File: src/verilog/csr_pkg.sv
`default_nettype none

package csr_pkg;

  typedef enum logic [2:0] {
    CSR_NONE  = 3'd0,
    CSR_WRITE = 3'd1,
    CSR_SET   = 3'd2,
    CSR_CLEAR = 3'd3,
    CSR_READ  = 3'd4,
    MRET      = 3'd6   // Code 5 reserved
  } csr_op_e;

  typedef enum logic [1:0] {
    PRIV_LVL_U = 2'd0,
    PRIV_LVL_M = 2'd3
  } priv_lvl_e;

  // Source of the value loaded into mtval on a trap
  typedef enum logic [1:0] {
    TVAL_NONE = 2'd0,
    TVAL_ADDR = 2'd1,
    TVAL_INST = 2'd2
  } tval_sel_e;

  localparam logic [11:0] MVENDORID = 12'hF11;
  localparam logic [11:0] MARCHID   = 12'hF12;
  localparam logic [11:0] MIMPID    = 12'hF13;
  localparam logic [11:0] MHARTID   = 12'hF14;
  localparam logic [11:0] MSTATUS   = 12'h300;
  localparam logic [11:0] MISA      = 12'h301;
  localparam logic [11:0] MIE       = 12'h304;
  localparam logic [11:0] MTVEC     = 12'h305;
  localparam logic [11:0] MSCRATCH  = 12'h340;
  localparam logic [11:0] MEPC      = 12'h341;
  localparam logic [11:0] MCAUSE    = 12'h342;
  localparam logic [11:0] MTVAL     = 12'h343;
  localparam logic [11:0] MIP       = 12'h344;

  localparam logic [3:0] INST_MISALIGNED  = 4'd0;
  localparam logic [3:0] ILLEGAL_INST     = 4'd2;
  localparam logic [3:0] LOAD_MISALIGNED  = 4'd4;
  localparam logic [3:0] STORE_MISALIGNED = 4'd6;
  localparam logic [3:0] ECALL_U          = 4'd8;
  localparam logic [3:0] ECALL_M          = 4'd11;
  localparam logic [3:0] MTI              = 4'd7;   // Interrupt causes
  localparam logic [3:0] MEI              = 4'd11;

  localparam int MSTATUS_MIE  = 3;
  localparam int MSTATUS_MPIE = 7;
  localparam int MSTATUS_MPP  = 11;   // Low bit of the two bit field
  localparam int MIE_MTI      = 7;    // Same positions in mip
  localparam int MIE_MEI      = 11;

  localparam logic [63:0] ISA_CODE    = 64'h8000_0000_0010_1100;   // RV64 I M U
  localparam logic [61:0] MTVEC_RESET = 62'h12;

  typedef struct packed {
    logic      mie;
    logic      mpie;
    priv_lvl_e mpp;
  } mstatus_t;

  typedef struct packed {
    logic mei;
    logic mti;
  } irq_t;

  typedef struct packed {
    logic illegal_inst;
    logic ecall_u;
    logic ecall_m;
    logic inst_misaligned;
    logic load_misaligned;
    logic store_misaligned;
  } exc_flags_t;

  typedef struct packed {
    logic       take;
    logic       is_interrupt;
    logic [3:0] code;
    tval_sel_e  tval_sel;
  } trap_info_t;

endpackage

`default_nettype wire
File: src/verilog/riscv_csrfile.sv
`timescale 1ns/1ps
`default_nettype none

module riscv_csrfile #(
  parameter int MXLEN        = 64,
  parameter int SUPPORT_USER = 1
) (
  input  wire logic                 i_riscv_csr_clk,
  input  wire logic                 i_riscv_csr_rst,
  input  wire logic [11:0]          i_riscv_csr_address,
  input  wire csr_pkg::csr_op_e     i_riscv_csr_op,
  input  wire logic [MXLEN-1:0]     i_riscv_csr_wdata,
  input  wire csr_pkg::exc_flags_t  i_riscv_csr_exc,
  input  wire logic                 i_riscv_csr_external_int,
  input  wire logic                 i_riscv_csr_timer_int,
  input  wire logic [MXLEN-1:0]     i_riscv_csr_pc,
  input  wire logic [MXLEN-1:0]     i_riscv_csr_address_alu,
  input  wire logic [31:0]          i_riscv_csr_inst,
  input  wire logic                 i_riscv_csr_flush,
  input  wire logic                 i_riscv_csr_globstall,
  output logic [MXLEN-1:0]          o_riscv_csr_rdata,
  output logic [MXLEN-1:0]          o_riscv_csr_return_address,
  output logic [MXLEN-1:0]          o_riscv_csr_trap_address,
  output logic                      o_riscv_csr_go_to_trap,
  output logic                      o_riscv_csr_return_from_trap,
  output csr_pkg::priv_lvl_e        o_riscv_csr_privlvl
);
  import csr_pkg::*;

  priv_lvl_e        priv;
  mstatus_t         mstatus;
  irq_t             mie;
  irq_t             mip;
  logic [MXLEN-1:0] mtvec;
  logic [MXLEN-1:0] mscratch;
  logic [MXLEN-1:0] mepc;
  logic [MXLEN-1:0] mtval;
  logic             mcause_int;
  logic [3:0]       mcause_code;
  logic             wr_en;
  logic [MXLEN-1:0] wr_data;
  logic             mret;
  logic             illegal_csr;
  trap_info_t       trap;

  csr_access #(
    .MXLEN (MXLEN)
  ) u_csr_access (
    .i_address     (i_riscv_csr_address),
    .i_op          (i_riscv_csr_op),
    .i_wdata       (i_riscv_csr_wdata),
    .i_globstall   (i_riscv_csr_globstall),
    .i_priv        (priv),
    .i_mstatus     (mstatus),
    .i_mie         (mie),
    .i_mip         (mip),
    .i_mtvec       (mtvec),
    .i_mscratch    (mscratch),
    .i_mepc        (mepc),
    .i_mtval       (mtval),
    .i_mcause_int  (mcause_int),
    .i_mcause_code (mcause_code),
    .o_rdata       (o_riscv_csr_rdata),
    .o_wr_en       (wr_en),
    .o_wr_data     (wr_data),
    .o_mret        (mret),
    .o_illegal_csr (illegal_csr)
  );

  trap_detect #(
    .MXLEN (MXLEN)
  ) u_trap_detect (
    .i_exc         (i_riscv_csr_exc),
    .i_illegal_csr (illegal_csr),
    .i_flush       (i_riscv_csr_flush),
    .i_globstall   (i_riscv_csr_globstall),
    .i_priv        (priv),
    .i_mstatus     (mstatus),
    .i_mie         (mie),
    .i_mip         (mip),
    .i_mtvec       (mtvec),
    .o_trap        (trap),
    .o_trap_addr   (o_riscv_csr_trap_address)
  );

  machine_csr_regs #(
    .MXLEN        (MXLEN),
    .SUPPORT_USER (SUPPORT_USER)
  ) u_machine_csr_regs (
    .i_riscv_csr_clk (i_riscv_csr_clk),
    .i_riscv_csr_rst (i_riscv_csr_rst),
    .i_trap          (trap),
    .i_mret          (mret),
    .i_wr_en         (wr_en),
    .i_wr_data       (wr_data),
    .i_address       (i_riscv_csr_address),
    .i_pc            (i_riscv_csr_pc),
    .i_alu_addr      (i_riscv_csr_address_alu),
    .i_inst          (i_riscv_csr_inst),
    .i_timer_int     (i_riscv_csr_timer_int),
    .i_external_int  (i_riscv_csr_external_int),
    .o_priv          (priv),
    .o_mstatus       (mstatus),
    .o_mie           (mie),
    .o_mip           (mip),
    .o_mtvec         (mtvec),
    .o_mscratch      (mscratch),
    .o_mepc          (mepc),
    .o_mtval         (mtval),
    .o_mcause_int    (mcause_int),
    .o_mcause_code   (mcause_code)
  );

  assign o_riscv_csr_return_address   = mepc;
  assign o_riscv_csr_go_to_trap       = trap.take;
  assign o_riscv_csr_return_from_trap = mret;
  assign o_riscv_csr_privlvl          = priv;

endmodule

`default_nettype wire

File: src/verilog/machine_csr_regs.sv
`timescale 1ns/1ps
`default_nettype none

module machine_csr_regs #(
  parameter int MXLEN        = 64,
  parameter int SUPPORT_USER = 1
) (
  input  wire logic                 i_riscv_csr_clk,
  input  wire logic                 i_riscv_csr_rst,
  input  wire csr_pkg::trap_info_t  i_trap,
  input  wire logic                 i_mret,
  input  wire logic                 i_wr_en,
  input  wire logic [MXLEN-1:0]     i_wr_data,
  input  wire logic [11:0]          i_address,
  input  wire logic [MXLEN-1:0]     i_pc,
  input  wire logic [MXLEN-1:0]     i_alu_addr,
  input  wire logic [31:0]          i_inst,
  input  wire logic                 i_timer_int,
  input  wire logic                 i_external_int,
  output csr_pkg::priv_lvl_e        o_priv,
  output csr_pkg::mstatus_t         o_mstatus,
  output csr_pkg::irq_t             o_mie,
  output csr_pkg::irq_t             o_mip,
  output logic [MXLEN-1:0]          o_mtvec,
  output logic [MXLEN-1:0]          o_mscratch,
  output logic [MXLEN-1:0]          o_mepc,
  output logic [MXLEN-1:0]          o_mtval,
  output logic                      o_mcause_int,
  output logic [3:0]                o_mcause_code
);
  import csr_pkg::*;

  priv_lvl_e        priv_q;
  mstatus_t         mstatus_q;
  irq_t             mie_q;
  irq_t             mip_q;
  logic [MXLEN-3:0] mtvec_base;
  logic             mtvec_mode;   // 1 is vectored
  logic [MXLEN-1:0] mscratch_q;
  logic [MXLEN-1:0] mepc_q;
  logic [MXLEN-1:0] mtval_q;
  logic             mcause_int_q;
  logic [3:0]       mcause_code_q;

  logic      wr_ok;
  logic      wr_mstatus;
  logic      wr_mie;
  logic      wr_mtvec;
  logic      wr_mscratch;
  logic      wr_mepc;
  logic      wr_mcause;
  logic      wr_mtval;
  priv_lvl_e wr_mpp;

  assign wr_ok       = i_wr_en && !i_trap.take;   // A taken trap cancels the write
  assign wr_mstatus  = wr_ok && (i_address == MSTATUS);
  assign wr_mie      = wr_ok && (i_address == MIE);
  assign wr_mtvec    = wr_ok && (i_address == MTVEC);
  assign wr_mscratch = wr_ok && (i_address == MSCRATCH);
  assign wr_mepc     = wr_ok && (i_address == MEPC);
  assign wr_mcause   = wr_ok && (i_address == MCAUSE);
  assign wr_mtval    = wr_ok && (i_address == MTVAL);

  // Only U and M exist so other mpp values fold to M
  always_comb
  begin
    if ((SUPPORT_USER != 0) && (i_wr_data[MSTATUS_MPP +: 2] == PRIV_LVL_U))
      wr_mpp = PRIV_LVL_U;
    else
      wr_mpp = PRIV_LVL_M;
  end

  always_ff @(posedge i_riscv_csr_clk or posedge i_riscv_csr_rst)
  begin
    if (i_riscv_csr_rst)
      priv_q <= PRIV_LVL_M;
    else if (i_trap.take)
      priv_q <= PRIV_LVL_M;   // All traps are handled in M
    else if (i_mret)
      priv_q <= mstatus_q.mpp;
  end

  always_ff @(posedge i_riscv_csr_clk or posedge i_riscv_csr_rst)
  begin
    if (i_riscv_csr_rst)
      mstatus_q <= '0;
    else if (i_trap.take)
    begin
      mstatus_q.mpie <= mstatus_q.mie;
      mstatus_q.mie  <= 1'b0;   // Handler starts masked
      mstatus_q.mpp  <= priv_q;
    end
    else if (i_mret)
    begin
      mstatus_q.mie  <= mstatus_q.mpie;
      mstatus_q.mpie <= 1'b1;
      mstatus_q.mpp  <= (SUPPORT_USER != 0) ? PRIV_LVL_U : PRIV_LVL_M;
    end
    else if (wr_mstatus)
    begin
      mstatus_q.mie  <= i_wr_data[MSTATUS_MIE];
      mstatus_q.mpie <= i_wr_data[MSTATUS_MPIE];
      mstatus_q.mpp  <= wr_mpp;
    end
  end

  always_ff @(posedge i_riscv_csr_clk or posedge i_riscv_csr_rst)
  begin
    if (i_riscv_csr_rst)
    begin
      mie_q <= '0;
      mip_q <= '0;
    end
    else
    begin
      mip_q.mti <= i_timer_int;   // Pending bits follow the lines
      mip_q.mei <= i_external_int;
      if (wr_mie)
      begin
        mie_q.mti <= i_wr_data[MIE_MTI];
        mie_q.mei <= i_wr_data[MIE_MEI];
      end
    end
  end

  always_ff @(posedge i_riscv_csr_clk or posedge i_riscv_csr_rst)
  begin
    if (i_riscv_csr_rst)
    begin
      mtvec_base <= MTVEC_RESET[MXLEN-3:0];
      mtvec_mode <= 1'b0;
    end
    else if (wr_mtvec)
    begin
      mtvec_mode <= i_wr_data[0];
      if (i_wr_data[0])
        mtvec_base <= {i_wr_data[MXLEN-1:8], 6'b0};   // Table on 256 bytes
      else
        mtvec_base <= i_wr_data[MXLEN-1:2];
    end
  end

  always_ff @(posedge i_riscv_csr_clk or posedge i_riscv_csr_rst)
  begin
    if (i_riscv_csr_rst)
      mscratch_q <= '0;
    else if (wr_mscratch)
      mscratch_q <= i_wr_data;
  end

  always_ff @(posedge i_riscv_csr_clk or posedge i_riscv_csr_rst)
  begin
    if (i_riscv_csr_rst)
    begin
      mepc_q        <= '0;
      mtval_q       <= '0;
      mcause_int_q  <= 1'b0;
      mcause_code_q <= '0;
    end
    else if (i_trap.take)
    begin
      mepc_q        <= i_pc;
      mcause_int_q  <= i_trap.is_interrupt;
      mcause_code_q <= i_trap.code;
      case (i_trap.tval_sel)
        TVAL_ADDR : mtval_q <= i_alu_addr;
        TVAL_INST : mtval_q <= MXLEN'(i_inst);   // Zero extended
        default   : mtval_q <= '0;
      endcase
    end
    else
    begin
      if (wr_mepc)
        mepc_q <= {i_wr_data[MXLEN-1:1], 1'b0};
      if (wr_mtval)
        mtval_q <= i_wr_data;
      if (wr_mcause)
      begin
        mcause_int_q  <= i_wr_data[MXLEN-1];
        mcause_code_q <= i_wr_data[3:0];
      end
    end
  end

  assign o_priv        = priv_q;
  assign o_mstatus     = mstatus_q;
  assign o_mie         = mie_q;
  assign o_mip         = mip_q;
  assign o_mtvec       = {mtvec_base, 1'b0, mtvec_mode};
  assign o_mscratch    = mscratch_q;
  assign o_mepc        = mepc_q;
  assign o_mtval       = mtval_q;
  assign o_mcause_int  = mcause_int_q;
  assign o_mcause_code = mcause_code_q;

endmodule

`default_nettype wire

File: src/verilog/trap_detect.sv
`timescale 1ns/1ps
`default_nettype none

module trap_detect #(
  parameter int MXLEN = 64
) (
  input  wire csr_pkg::exc_flags_t  i_exc,
  input  wire logic                 i_illegal_csr,
  input  wire logic                 i_flush,
  input  wire logic                 i_globstall,
  input  wire csr_pkg::priv_lvl_e   i_priv,
  input  wire csr_pkg::mstatus_t    i_mstatus,
  input  wire csr_pkg::irq_t        i_mie,
  input  wire csr_pkg::irq_t        i_mip,
  input  wire logic [MXLEN-1:0]     i_mtvec,
  output csr_pkg::trap_info_t       o_trap,
  output logic [MXLEN-1:0]          o_trap_addr
);
  import csr_pkg::*;

  irq_t             pending;
  logic             irq_enable;
  logic             is_int;
  logic             is_exc;
  logic [3:0]       int_code;
  logic [3:0]       exc_code;
  tval_sel_e        exc_tval;
  logic [MXLEN-1:0] base_addr;

  assign pending    = i_mip & i_mie;
  assign irq_enable = (i_priv == PRIV_LVL_U) || i_mstatus.mie;   // U mode is always interruptible
  assign is_int     = (pending.mei || pending.mti) && irq_enable;
  assign int_code   = pending.mei ? MEI : MTI;   // External first
  assign is_exc     = (|i_exc) || i_illegal_csr;

  always_comb
  begin
    exc_code = STORE_MISALIGNED;
    exc_tval = TVAL_NONE;
    if (i_exc.illegal_inst || i_illegal_csr)
    begin
      exc_code = ILLEGAL_INST;
      exc_tval = TVAL_INST;
    end
    else if (i_exc.inst_misaligned)
      exc_code = INST_MISALIGNED;
    else if (i_exc.ecall_m)
      exc_code = ECALL_M;
    else if (i_exc.ecall_u)
      exc_code = ECALL_U;
    else if (i_exc.load_misaligned)
    begin
      exc_code = LOAD_MISALIGNED;
      exc_tval = TVAL_ADDR;
    end
    else if (i_exc.store_misaligned)
      exc_tval = TVAL_ADDR;
  end

  always_comb
  begin
    o_trap.take         = (is_int || is_exc) && !i_flush && !i_globstall;
    o_trap.is_interrupt = is_int;
    if (is_int)
    begin
      o_trap.code     = int_code;   // Interrupts beat exceptions
      o_trap.tval_sel = TVAL_NONE;
    end
    else
    begin
      o_trap.code     = exc_code;
      o_trap.tval_sel = exc_tval;
    end
  end

  assign base_addr = {i_mtvec[MXLEN-1:2], 2'b00};

  // Vectored mode offsets interrupts only
  assign o_trap_addr = (i_mtvec[0] && is_int) ? base_addr + (MXLEN'(int_code) << 2)
                                              : base_addr;

endmodule

`default_nettype wire

File: src/verilog/csr_access.sv
`timescale 1ns/1ps
`default_nettype none

module csr_access #(
  parameter int MXLEN = 64
) (
  input  wire logic [11:0]          i_address,
  input  wire csr_pkg::csr_op_e     i_op,
  input  wire logic [MXLEN-1:0]     i_wdata,
  input  wire logic                 i_globstall,
  input  wire csr_pkg::priv_lvl_e   i_priv,
  input  wire csr_pkg::mstatus_t    i_mstatus,
  input  wire csr_pkg::irq_t        i_mie,
  input  wire csr_pkg::irq_t        i_mip,
  input  wire logic [MXLEN-1:0]     i_mtvec,
  input  wire logic [MXLEN-1:0]     i_mscratch,
  input  wire logic [MXLEN-1:0]     i_mepc,
  input  wire logic [MXLEN-1:0]     i_mtval,
  input  wire logic                 i_mcause_int,
  input  wire logic [3:0]           i_mcause_code,
  output logic [MXLEN-1:0]          o_rdata,
  output logic                      o_wr_en,
  output logic [MXLEN-1:0]          o_wr_data,
  output logic                      o_mret,
  output logic                      o_illegal_csr
);
  import csr_pkg::*;

  logic [MXLEN-1:0] rdata;
  logic             is_write;       // Write, set or clear
  logic             is_csr;         // Any op that touches a CSR
  logic             unknown_addr;
  logic             ro_write;
  logic             priv_fault;

  assign is_write = (i_op == CSR_WRITE) || (i_op == CSR_SET) || (i_op == CSR_CLEAR);
  assign is_csr   = is_write || (i_op == CSR_READ);

  always_comb
  begin
    rdata        = '0;
    unknown_addr = 1'b0;
    case (i_address)
      MVENDORID, MARCHID, MIMPID, MHARTID : rdata = '0;   // Hardwired ids
      MISA :
      begin
        rdata               = ISA_CODE[MXLEN-1:0];
        rdata[MXLEN-1 -: 2] = (MXLEN == 32) ? 2'b01 : 2'b10;   // MXL tracks width
      end
      MSTATUS :
      begin
        rdata[MSTATUS_MIE]      = i_mstatus.mie;
        rdata[MSTATUS_MPIE]     = i_mstatus.mpie;
        rdata[MSTATUS_MPP +: 2] = i_mstatus.mpp;
      end
      MIE :
      begin
        rdata[MIE_MTI] = i_mie.mti;
        rdata[MIE_MEI] = i_mie.mei;
      end
      MIP :
      begin
        rdata[MIE_MTI] = i_mip.mti;
        rdata[MIE_MEI] = i_mip.mei;
      end
      MTVEC    : rdata = i_mtvec;
      MSCRATCH : rdata = i_mscratch;
      MEPC     : rdata = i_mepc;
      MTVAL    : rdata = i_mtval;
      MCAUSE :
      begin
        rdata[MXLEN-1] = i_mcause_int;   // Interrupt flag in the top bit
        rdata[3:0]     = i_mcause_code;
      end
      default : unknown_addr = 1'b1;
    endcase
  end

  // Set and clear work on the current register value
  always_comb
  begin
    case (i_op)
      CSR_SET   : o_wr_data = rdata | i_wdata;
      CSR_CLEAR : o_wr_data = rdata & ~i_wdata;
      default   : o_wr_data = i_wdata;
    endcase
  end

  assign ro_write   = is_write && (i_address[11:10] == 2'b11);
  assign priv_fault = i_address[9:8] > i_priv;   // Needed level is in bits 9 and 8

  assign o_illegal_csr = is_csr && (unknown_addr || ro_write || priv_fault);
  assign o_wr_en       = is_write && !i_globstall && !o_illegal_csr;
  assign o_mret        = (i_op == MRET) && !i_globstall;
  assign o_rdata       = rdata;

endmodule

`default_nettype wire

File: config.mk
export PLATFORM = sky130hd
export DESIGN_NAME = riscv_csrfile
export DESIGN_NICKNAME = d
export VERILOG_FILES = /design/src/verilog/csr_pkg.sv /design/src/verilog/riscv_csrfile.sv /design/src/verilog/machine_csr_regs.sv /design/src/verilog/trap_detect.sv /design/src/verilog/csr_access.sv
export SDC_FILE = /design/constraint.sdc
export NUM_CORES = 1
export LEC_CHECK = 0
export ABC_CLOCK_PERIOD_IN_PS = 23500
export BUFFER_PORTS_ARGS = -buffer_cell sky130_fd_sc_hd__buf_2
export CORE_MARGIN = 2
export CORE_UTILIZATION = 59
export DETAILED_ROUTE_END_ITERATION = 8
export PLACE_DENSITY = 0.88
export SLEW_MARGIN = 20
export SYNTH_ARGS = -nofsm -noshare
export SYNTH_HDL_FRONTEND = slang
export SYNTH_HIERARCHICAL = 1
export SYNTH_SLANG_ARGS = --single-unit
File: constraint.sdc
create_clock -name i_riscv_csr_clk -period 23.5 [get_ports i_riscv_csr_clk]
set_clock_uncertainty 0.1 [all_clocks]
set_input_delay 4.7 -clock i_riscv_csr_clk [delete_from_list [all_inputs] [get_ports i_riscv_csr_clk]]
set_output_delay 4.7 -clock i_riscv_csr_clk [all_outputs]
set_load 0.01 [all_outputs]
After elaboration in Yosys (flattened, before gate mapping)
Index checks and enable logic that the tools add are counted.
{ "totals": {"input_bits": 251, "reg_bits": 270, "word_cells": 123} }
{ "op_classes": {"n_bitwise": 4, "order_cmp": 1, "n_reduce_logical": 40, "n_eq_ne": 21, "n_mux": 41, "n_addsub": 1} }
{ "op_table": {"columns": ["cell", "n"], "rows": [
  ["64-bit two-way mux", 5],
  ["64-bit case mux with 2 select lines", 2],
  ["50-bit case mux with 5 select lines", 1],
  ["12-bit by 10-bit == test with 1-bit output (second input constant)", 9],
  ["64-bit by 6-bit adder with 64-bit output", 1],
  ["64-bit bitwise AND", 1],
  ["64-bit inverter", 1],
  ["64-bit bitwise OR", 1],
  ["12-bit == test (second input constant)", 4],
  ["4-bit two-way mux", 10],
  ["3-bit case mux with 5 select lines", 2],
  ["2-bit two-way mux", 9],
  ["1-bit case mux with 6 select lines", 3],
  ["1-bit logical AND", 17],
  ["1-bit case mux with 7 select lines", 2],
  ["13-bit OR reduction", 1],
  ["6-bit two-way mux", 2],
  ["3-bit case mux with 4 select lines", 1],
  ["1-bit logical OR", 10],
  ["2-bit nonzero test", 4],
  ["3-bit by 2-bit == test with 1-bit output (second input constant)", 2],
  ["3-bit == test (second input constant)", 2],
  ["6-bit OR reduction", 1],
  ["2-bit == test (second input constant)", 2],
  ["8 further kinds", 15]
]} }

Depth between registers and ports, before layout
Gate-level depths: netlist (run 1).
{ "depth": {"word_depth": 17, "depth_mapped": 18} }

By module
The synthesis (run 1) kept the hierarchy.
{ "by_module_without_submodules": {"columns": ["module", "seq_area_each_um2", "area_each_um2", "n_inst", "cells_each"], "rows": [
  ["machine_csr_regs", 6761.5, 12092.8, 1, 1077],
  ["csr_access", 0.0, 3569.7, 1, 499],
  ["trap_detect", 0.0, 1695.4, 1, 262]
]} }

Least setup slack after synthesis (run 1)
Ideal clock, no wire load.
{ "synth_timing": {"path_kind": "input-to-output", "start": "input port i_riscv_csr_address[0]", "end": "output port o_riscv_csr_go_to_trap", "path_buffers": 2, "path_stages": 11, "t_arrival_ns": 6.726, "slack_ns": 11.974, "cell_sequence": "clkbuf_1 buf_1 o2111ai_1 mux2i_1 nand2_1 a311o_1 and2_1 nor3_1 nand2_1 nor4_1 nor3_1"} }
{ "synth_between": {"elab_chain_cells": 10} }
{ "synth_lines": {"columns": ["item", "line_no", "rtl"], "rows": [
  ["start: declaration", "riscv_csrfile.sv:10", "input wire logic [11:0] i_riscv_csr_address,"],
  ["12-bit == test / 12-bit by 10-bit == test with 1-bit output (equally long branches)", "csr_access.sv:43", "case (i_address)"],
  ["13-bit OR reduction (no line) *", null, null],
  ["1-bit two-way mux *", "csr_access.sv:43", null],
  ["1-bit logical OR * (2 in series)", "csr_access.sv:92", "assign o_illegal_csr = is_csr && (unknown_addr || ro_write || priv_fault);"],
  ["1-bit logical AND *", "csr_access.sv:92", null],
  ["via illegal_csr", "riscv_csrfile.sv:43", "logic illegal_csr;"],
  ["1-bit logical OR *", "trap_detect.sv:34", "assign is_exc = (|i_exc) || i_illegal_csr;"],
  ["1-bit logical OR *", "trap_detect.sv:62", "o_trap.take = (is_int || is_exc) && !i_flush && !i_globstall;"],
  ["1-bit logical AND * (2 in series)", "trap_detect.sv:62", null],
  ["end: declaration", "riscv_csrfile.sv:24", "output logic o_riscv_csr_go_to_trap,"]
]} }
Mark *: on every way through the listed nets, which the timed path passes. The rest lies on a longest branch.

Worst setup path after layout (run 1)
{ "layout_timing": {"start": "input port i_riscv_csr_address[0]", "end": "output port o_riscv_csr_rdata[15]"} }
{ "layout_between": {"elab_chain_cells": 2} }
{ "layout_lines": {"columns": ["item", "line_no", "rtl"], "rows": [
  ["12-bit by 10-bit == test with 1-bit output", "csr_access.sv:43", null],
  ["50-bit case mux with 5 select lines *", "csr_access.sv:43", null],
  ["end: declaration", "riscv_csrfile.sv:21", "output logic [MXLEN-1:0] o_riscv_csr_rdata,"]
]} }
Every way passes the cells marked *; elsewhere a longest branch is shown, timed or not.

==> impl_metrics.ini, run 1 <==
[die]
fp.dieW_um = 176
die_h_um = 176
core_area_mm2 = 0.0289
row_count = 62
die_area_mm2 = 0.0308
start_util_pct = 60.2
num_io_pins = 447

[route]
drc = 0
vias = 17773
drt_iter0_drc = 2235
dr.pass1.iters = 8
wl_per_cell_um = 25.2
viasPerCell = 6.81
wl_um = 65700
detail-route-antenna-nets = 0

[cts]
cts-root-buf = clkbuf_16
htree_levels = 1
clock_path_buffers = 3
path_clk_slew_ns = 0.06
clk-insertion-delay-late_ns = 0.56
cts_made_buffers = 30
cts_tree = built
cts_hold_buf = 0
cts_sinks = 270
cts-resized-gates = 0
post_cts_buffers = 0

[hold_path]
min_path_type = reg2reg

[synth]
synth_simple_gate_area_share_pct = 15.5
synth_xor_area_share_pct = 3.18
synth.cell_area_mm2 = 0.0174
synthAdderAreaFrac_pct = 0.418
yosysSeqAreaShare_pct = 39.0
syn_avg_cell_area_um2 = 9.44
yosysWarnings = 6
synthFlopType = dfrtp_1
synth.area.mux_share_pct = 11.9
synth-edff-count = 0
synth_top_family_by_area = compound AO/OA/AOI/OAI gates
synthDistinctLibCells = 86
synthCells = 1838
ys_ff_latch = 270
ys_async_sr_fraction_pct = 100
synth_compound_area_share_pct = 22.7

[timing]
slew_viol_final = 0
timing.final.crit_share_pct = 52.6
finalSetupViolations = 0
fin_crit_ns = 12.37
setup_slack_ns = 11.13
worst_pin_slew_ns = 1.13
hold_viol_final = 0
slew_headroom_pct = 24.4
clock.fmax_ghz = 0.0809
finalSetupTns_ns = 0
rsz0062_at_grt = no

[final_layout]
utilization_pct = 72.5
fin_nets = 2450
layout_common_cells = buf_2, dfrtp_1, nand2_1, mux2_2, inv_1
final_common_cell = buf_2
areaGrowthSynthToFinish_pct = 20.5
drive_gt1_share_pct = 37.1

[global_routing]
grt_pass1_wl_um = 98300
grt_max_degree = 116
antenna_found_initial = 12
grt_pass1_vias = 17374
overflow = 0
grt.total_usage_pct = 41.1

[worst_setup_path]
crit_type = in2out
worstPathRequired_ns = 18.70
cp_max_fo = 60
critPathLaunchType = primary input
arrival_ns = 7.57
endpoint_kind = output pin
crit_top_cell = buf_2
crit_slowest_cell = and4_4
max_stage_delay_ns = 1.07
crit_path_cell_trace = buf_2 -> nor3b_1 -> and4_4 -> a221o_1 -> buf_2

[place]
pre_cts_ws_ns = 11.24
gp_congestion = 1.01
io_buffers = 444
hpwl_um = 43700

[power_and_ir_drop]
power_density_mw_per_mm2 = 60.2
power_mw = 1.26
vdd_drop_max_v = 0.0000506
leakage_nw = 9.93

[run]
cap_violations = 0

[outcome]
status = completed
-- routing by layer --
metal  global-route usage [%]  vias to the layer above  wire length [um]
li1                         -                     7459                 -
met4                     22.9                        4              4120
met5                        0                        -                24
met2                     66.2                     1404             30200
met1                     51.2                     8601             24100
met3                     9.52                      305              7210
-- flip-flops by register name (all words and copies together), names as in the netlist --
register and cells:
u_machine_csr_regs/mtvec_base 62, u_machine_csr_regs/mtvec_mode 1, u_machine_csr_regs/o_mcause_code 4, u_machine_csr_regs/o_mcause_int 1, u_machine_csr_regs/o_mepc 64, u_machine_csr_regs/o_mie 2
u_machine_csr_regs/o_mip 2, u_machine_csr_regs/o_mscratch 64, u_machine_csr_regs/o_mstatus 4, u_machine_csr_regs/o_mtval 64, u_machine_csr_regs/o_priv 2
-- power by group --
part / internal [mW] / total, mW / switching (mW) / leakage (nW)
clock: 0.344 / 0.545 / 0.201 / 0.552
sequential: 0.502 / 0.532 / 0.0301 / 3.50
combinational: 0.0769 / 0.183 / 0.107 / 5.88
total: 0.923 / 1.26 / 0.338 / 9.93
-- area by class of cell --
cell class	count	area [um^2]
multi-input combinational	1269	9400
tap	384	480
sequential	270	6760
clock buffer	40	860
inverter	147	561
timing repair buffer	476	2550
fill	2112	7940
antenna	8	20.0
clock inverter	16	294
-- final timing paths --
check	slack, ns	startpoint	depth (start not counted)	end
worst max register to register	17.69	u_machine_csr_regs/o_priv[1]	18	u_machine_csr_regs/mtvec_base[29]
worst max-delay path	11.13	i_riscv_csr_address[0]	5	o_riscv_csr_rdata[15]
worst min-delay path	0.38	u_machine_csr_regs/o_mscratch[47]	2	u_machine_csr_regs/o_mscratch[47]
worst min register to register	0.38	u_machine_csr_regs/o_mscratch[47]	2	u_machine_csr_regs/o_mscratch[47]
max in group asynchronous	17.57	i_riscv_csr_rst	3	u_machine_csr_regs/o_mtval[8]
min in group asynchronous	4.20	i_riscv_csr_rst	2	u_machine_csr_regs/o_mepc[61]
-- Yosys cell counts, drive strengths merged, types with 12 or more instances --
library cell	instances	area share, %
dfrtp	266	38
a221oi	42	3.6
nand2	168	3.6
xnor2	37	1.9
nor2b	12	0.43
o31ai	47	3.2
a22oi	91	4.0
o2bb2ai	34	1.7
nand3	123	3.6
a31o	12	0.61
a31oi	31	1.1
a221o	12	0.74
inv	147	3.2
nor2	115	2.5
and3	12	0.44
clkbuf	103	2.2
nor4	21	1.0
buf	50	1.9
o21ai	103	3.0
nand4	26	1.0
nor3	21	0.73
o311ai	39	2.0
a21oi	26	0.75
xor2	26	1.3
mux2	168	11
-- worst max-delay path, delay by kind of cell --
kind	cells	cell delay (ns)
AOI/OAI and AO/OA	1	0.39
buffers and inverters	2	0.68
and+or+nand+nor	2	1.77
-- logic make-up after synthesis --
kind of cell,count (synthesis)
buf+inv,300
mux,180
flops,270
compound gates,474
simple gates,543
other cells,2
fa+ha+maj,6
xor+xnor,63
-- stage by stage --
| step | instances | hold slack [ns] | cell area, um^2 |
|---|---|---|---|
| finish | 2610 | 0.380 | 20900 |
| floorplan | 1839 | 0.346 | 17400 |
| global placement | 2542 | 0.361 | 19600 |
| detailed placement | 2542 | 0.371 | 19600 |
| CTS | 2598 | 0.384 | 20800 |
| global route | 2608 | 0.409 | 20900 |
Note: power is estimated with default switching activity, not from simulation.
==> inputs of run 2 (changes only) <==
--- a/config.mk
+++ b/config.mk
@@ -5,12 +5,12 @@
 export SDC_FILE = /design/constraint.sdc
 export NUM_CORES = 1
 export LEC_CHECK = 0
-export ABC_CLOCK_PERIOD_IN_PS = 23500
+export ABC_CLOCK_PERIOD_IN_PS = 11600
 export BUFFER_PORTS_ARGS = -buffer_cell sky130_fd_sc_hd__buf_2
 export CORE_MARGIN = 2
-export CORE_UTILIZATION = 59
+export CORE_UTILIZATION = 54
 export DETAILED_ROUTE_END_ITERATION = 8
-export PLACE_DENSITY = 0.88
+export PLACE_DENSITY = 0.81
 export SLEW_MARGIN = 20
 export SYNTH_ARGS = -nofsm -noshare
 export SYNTH_HDL_FRONTEND = slang
==> constraint.sdc (replaced) <==
create_clock -name i_riscv_csr_clk -period 11.6 [get_ports i_riscv_csr_clk]
set_clock_uncertainty 0.1 [all_clocks]
set_input_delay 2.32 -clock i_riscv_csr_clk [delete_from_list [all_inputs] [get_ports i_riscv_csr_clk]]
set_output_delay 2.32 -clock i_riscv_csr_clk [all_outputs]
set_load 0.01 [all_outputs]
==> impl_metrics.ini, run 2 (synthesis gave the netlist of run 1 again) <==
[outcome]
status = completed

[route]
viasPerCell = 6.66
dr.pass1.iters = 5
vias = 17442
drt_iter0_drc = 1939
detail-route-antenna-nets = 0
wl_um = 66400
wl_per_cell_um = 25.3
drc = 0

[die]
num_io_pins = 447
row_count = 65
start_util_pct = 54.9
fp.dieW_um = 183
die_h_um = 183
core_area_mm2 = 0.0316
die_area_mm2 = 0.0336

[timing]
timing.final.crit_share_pct = 67.0
finalSetupTns_ns = 0
rsz0062_at_grt = no
slew_viol_final = 0
fin_crit_ns = 7.77
finalSetupViolations = 0
hold_viol_final = 0
worst_pin_slew_ns = 1.21
slew_headroom_pct = 19.5
clock.fmax_ghz = 0.129

[cts]
htree_levels = 1
clock_path_buffers = 3
cts_tree = built
cts-root-buf = clkbuf_16
cts-resized-gates = 0
post_cts_buffers = 0
cts_sinks = 270
path_clk_slew_ns = 0.06
cts_hold_buf = 0
cts_made_buffers = 30
clk-insertion-delay-late_ns = 0.55

[power_and_ir_drop]
power_mw = 2.44
leakage_nw = 9.85
power_density_mw_per_mm2 = 118
vdd_drop_max_v = 0.000128

[final_layout]
stdcell_count = 2619
layout_common_cells = buf_2, dfrtp_1, nand2_1, mux2_2, inv_1
areaGrowthSynthToFinish_pct = 19.4
fillCellCount = 2577
final_common_cell = buf_2
drive_gt1_share_pct = 36.9
fin_nets = 2447

[worst_setup_path]
r2r-start = u_machine_csr_regs/o_priv[1]
cp_max_fo = 60
critPathLaunchType = primary input
r2r_end = u_machine_csr_regs/o_mtval[19]
worstPathRequired_ns = 9.18
crit_type = in2out
rr_worst_depth = 12
arrival_ns = 5.35
endpoint_kind = output pin
reg2reg_slack_ns = 5.73

[hold_path]
whs_endpoint = u_machine_csr_regs/o_mscratch[37]
hold_depth = 2
worstHoldStart = u_machine_csr_regs/o_mscratch[37]
min_path_type = reg2reg

[place]
io_buffers = 444
hpwl_um = 44200
gp_congestion = 0.950
dpl.cell_count = 2560

[global_routing]
grt_pass1_wl_um = 98800
antenna_found_initial = 5
grt_max_degree = 126
grt_pass1_vias = 16972
overflow = 0
grt.total_usage_pct = 38.3

[run]
cap_violations = 0
## run 2: changes by cell type in the layout (fill, tap and decap cells not counted), sizes merged
cell	change
bufinv	-6
diode	-5
clkbuf	+6
clkinv	+3
buf	-3
clkinvlp	-4
## run 2: where the power goes
part	switching [mW]	leakage (nW)	internal, mW
sequential	0.0628	3.50	1.02
clock	0.395	0.515	0.593
combinational	0.215	5.84	0.155
## run 2: through the flow
step / instance area [um^2] / setup slack (ns) / hold WS, ns / utilization (%)
2_1_floorplan: 17400 / 1.75 / 0.346 / -
3_3_place_gp: 19700 / 3.94 / 0.362 / 62.1
3_5_place_dp: 19700 / 3.93 / 0.371 / 62.1
5_1_grt: 20700 / 3.72 / 0.412 / 65.5
6_report: 20700 / 3.83 / 0.381 / 65.5
4_1_cts: 20700 / 3.94 / 0.384 / 65.4
## run 2: worst max-delay path by stage
stage	startpoint	end	depth (start not counted)	slack, ns
finish	i_riscv_csr_address[0]	o_riscv_csr_rdata[16]	5	3.83
global route	i_riscv_csr_address[0]	o_riscv_csr_rdata[7]	7	3.72
CTS	i_riscv_csr_address[0]	o_riscv_csr_rdata[7]	7	3.94
detailed placement	i_riscv_csr_address[0]	o_riscv_csr_rdata[7]	7	3.93
global placement	i_riscv_csr_address[0]	o_riscv_csr_rdata[7]	7	3.94
floorplan	i_riscv_csr_rst	u_machine_csr_regs/mtvec_base[0]	1	1.75
## run 2: layer usage
metal	GRT usage, %	up-vias	share of wire [%]
met2	61.7	1330	46
li1	-	7429	-
met4	17.5	4	4.5
met3	8.32	244	11
met1	49.5	8435	38
met5	0	-	0.035
## run 2: area by class of cell
type	count	area, um^2	area share (%)
Inverter	147	561	2.71
Clock inverter	9	95.1	0.459
Antenna cell	3	7.51	0.0362
Tap cell	402	503	2.43
Clock buffer	46	932	4.50
Sequential cell	270	6760	32.6
Multi-Input combinational cell	1269	9400	45.4
Timing Repair Buffer	473	2460	11.9
## run 2: critical path, stage by stage
cell,delay [ns]
buf_2,0.49
nor3b_1,0.76
and4_4,1.09
a221o_1,0.36
buf_2,0.16
==> inputs of run 3 (changes only) <==
--- a/config.mk
+++ b/config.mk
@@ -5,12 +5,12 @@
 export SDC_FILE = /design/constraint.sdc
 export NUM_CORES = 1
 export LEC_CHECK = 0
-export ABC_CLOCK_PERIOD_IN_PS = 11600
+export ABC_CLOCK_PERIOD_IN_PS = 6500
 export BUFFER_PORTS_ARGS = -buffer_cell sky130_fd_sc_hd__buf_2
 export CORE_MARGIN = 2
-export CORE_UTILIZATION = 54
+export CORE_UTILIZATION = 49
 export DETAILED_ROUTE_END_ITERATION = 8
-export PLACE_DENSITY = 0.81
+export PLACE_DENSITY = 0.78
 export SLEW_MARGIN = 20
 export SYNTH_ARGS = -nofsm -noshare
 export SYNTH_HDL_FRONTEND = slang
==> constraint.sdc (replaced) <==
create_clock -name i_riscv_csr_clk -period 6.5 [get_ports i_riscv_csr_clk]
set_clock_uncertainty 0.1 [all_clocks]
set_input_delay 1.3 -clock i_riscv_csr_clk [delete_from_list [all_inputs] [get_ports i_riscv_csr_clk]]
set_output_delay 1.3 -clock i_riscv_csr_clk [all_outputs]
set_load 0.01 [all_outputs]
==> impl_metrics.ini, run 3 (synthesis gave the netlist of run 1 again) <==
[die]
start_util_pct = 50.0
num_io_pins = 447
fp.dieW_um = 192
core_area_mm2 = 0.0347
row_count = 68
die_h_um = 192
die_area_mm2 = 0.0369

[route]
viasPerCell = 6.42
dr.pass1.iters = 8
wl_per_cell_um = 25.1
vias = 17261
wl_um = 67400
drt_iter0_drc = 1666
drc = 0
detail-route-antenna-nets = 0

[worst_setup_path]
arrival_ns = 4.37
cp_max_fo = 50
crit_type = in2out
startpoint = i_riscv_csr_address[4]
critPathLaunchType = primary input
endpoint_kind = output pin
r2r-start = u_machine_csr_regs/o_priv[1]
reg2reg_slack_ns = 1.72
worstPathRequired_ns = 5.10

[cts]
cts_made_buffers = 31
cts-root-buf = clkbuf_16
cts_hold_buf = 0
post_cts_buffers = 0
clock_path_buffers = 3
path_clk_slew_ns = 0.05
cts_tree = built
htree_levels = 1
clk-insertion-delay-late_ns = 0.56
cts_sinks = 270
cts-resized-gates = 0

[global_routing]
grt_pass1_vias = 17054
antenna_found_initial = 6
grt.total_usage_pct = 35.7
grt_pass1_wl_um = 101000
overflow = 0
grt_max_degree = 141

[timing]
rsz0062_at_grt = no
slew_headroom_pct = 26.7
slew_viol_final = 0
finalSetupViolations = 0
clock.fmax_ghz = 0.173
timing.final.crit_share_pct = 88.8
hold_viol_final = 0
worst_pin_slew_ns = 1.10
fin_crit_ns = 5.77
finalSetupTns_ns = 0

[final_layout]
utilization_pct = 60.5
layout_common_cells = buf_2, dfrtp_1, nand2_1, mux2_2, inv_1
fillCellCount = 3024
areaGrowthSynthToFinish_pct = 21.0
drive_gt1_share_pct = 37.4
final_common_cell = buf_2
stdcell_count = 2687
fin_nets = 2459

[power_and_ir_drop]
power_mw = 4.46
power_density_mw_per_mm2 = 212
leakage_nw = 9.95
vdd_drop_max_v = 0.000190

[hold_path]
min_path_type = reg2reg
worstHoldStart = u_machine_csr_regs/o_mscratch[48]

[place]
io_buffers = 444
hpwl_um = 46600
dpl.cell_count = 2625
gp_congestion = 0.941

[run]
cap_violations = 0

[outcome]
status = completed
==> run 3: path summary, 6_finish.rpt <==
kind,endpoint,cells after the start
min in group asynchronous,u_machine_csr_regs/o_mepc[52],3
max in group asynchronous,u_machine_csr_regs/o_mscratch[24],4
min reg2reg,u_machine_csr_regs/o_mscratch[48],2
max,o_riscv_csr_go_to_trap,12
min,u_machine_csr_regs/o_mscratch[48],2
max reg2reg,u_machine_csr_regs/o_mtval[26],16
==> run 3: power by group <==
group / total (mW) / internal, mW / switching [mW] / leakage [nW]
registers: 1.92 / 1.81 / 0.109 / 3.50
clock network: 1.87 / 1.14 / 0.729 / 0.544
logic: 0.667 / 0.281 / 0.386 / 5.91
==> run 3: area by class of cell <==
class / count / area, um^2 / area share [%]
diodes: 5 / 12.5 / 0.0596
inverters: 147 / 557 / 2.65
clock inverters: 11 / 163 / 0.774
well taps: 455 / 569 / 2.71
multi-input cells: 1269 / 9420 / 44.8
clock buffers: 46 / 932 / 4.44
repair buffers: 484 / 2600 / 12.4
flip-flops and latches: 270 / 6760 / 32.2
==> run 3: per-stage QoR <==
| stage | setup slack, ns | instance area [um^2] | hold slack, ns |
|---|---|---|---|
| after detailed placement | 0.851 | 19900 | 0.371 |
| after CTS | 0.832 | 21000 | 0.383 |
| after global routing | 0.614 | 21000 | 0.396 |
| after global placement | 0.981 | 19900 | 0.362 |
| after floorplan | 1.46 | 17400 | 0.346 |
| final | 0.726 | 21000 | 0.380 |
==> run 3: routing by layer <==
layer	wire [um]	GRT usage, %	up-vias	part of all wire (%)
met4	2990	16.5	4	4.4
met1	26200	46.9	8412	39
met5	27	0	-	0.040
met2	31100	56.6	1154	46
li1	-	-	7468	-
met3	7050	7.22	223	10
==> run 3: critical path, cell delays in order <==
cell	delay (ns)
buf_2	0.14
or3_1	0.50
nor2_1	0.25
o2111ai_1	0.16
a311o_1	0.39
and2_1	0.18
nor3_1	0.30
nand2_1	0.15
nor4_1	0.32
nor3_2	0.13
buf_4	0.32
buf_2	0.22
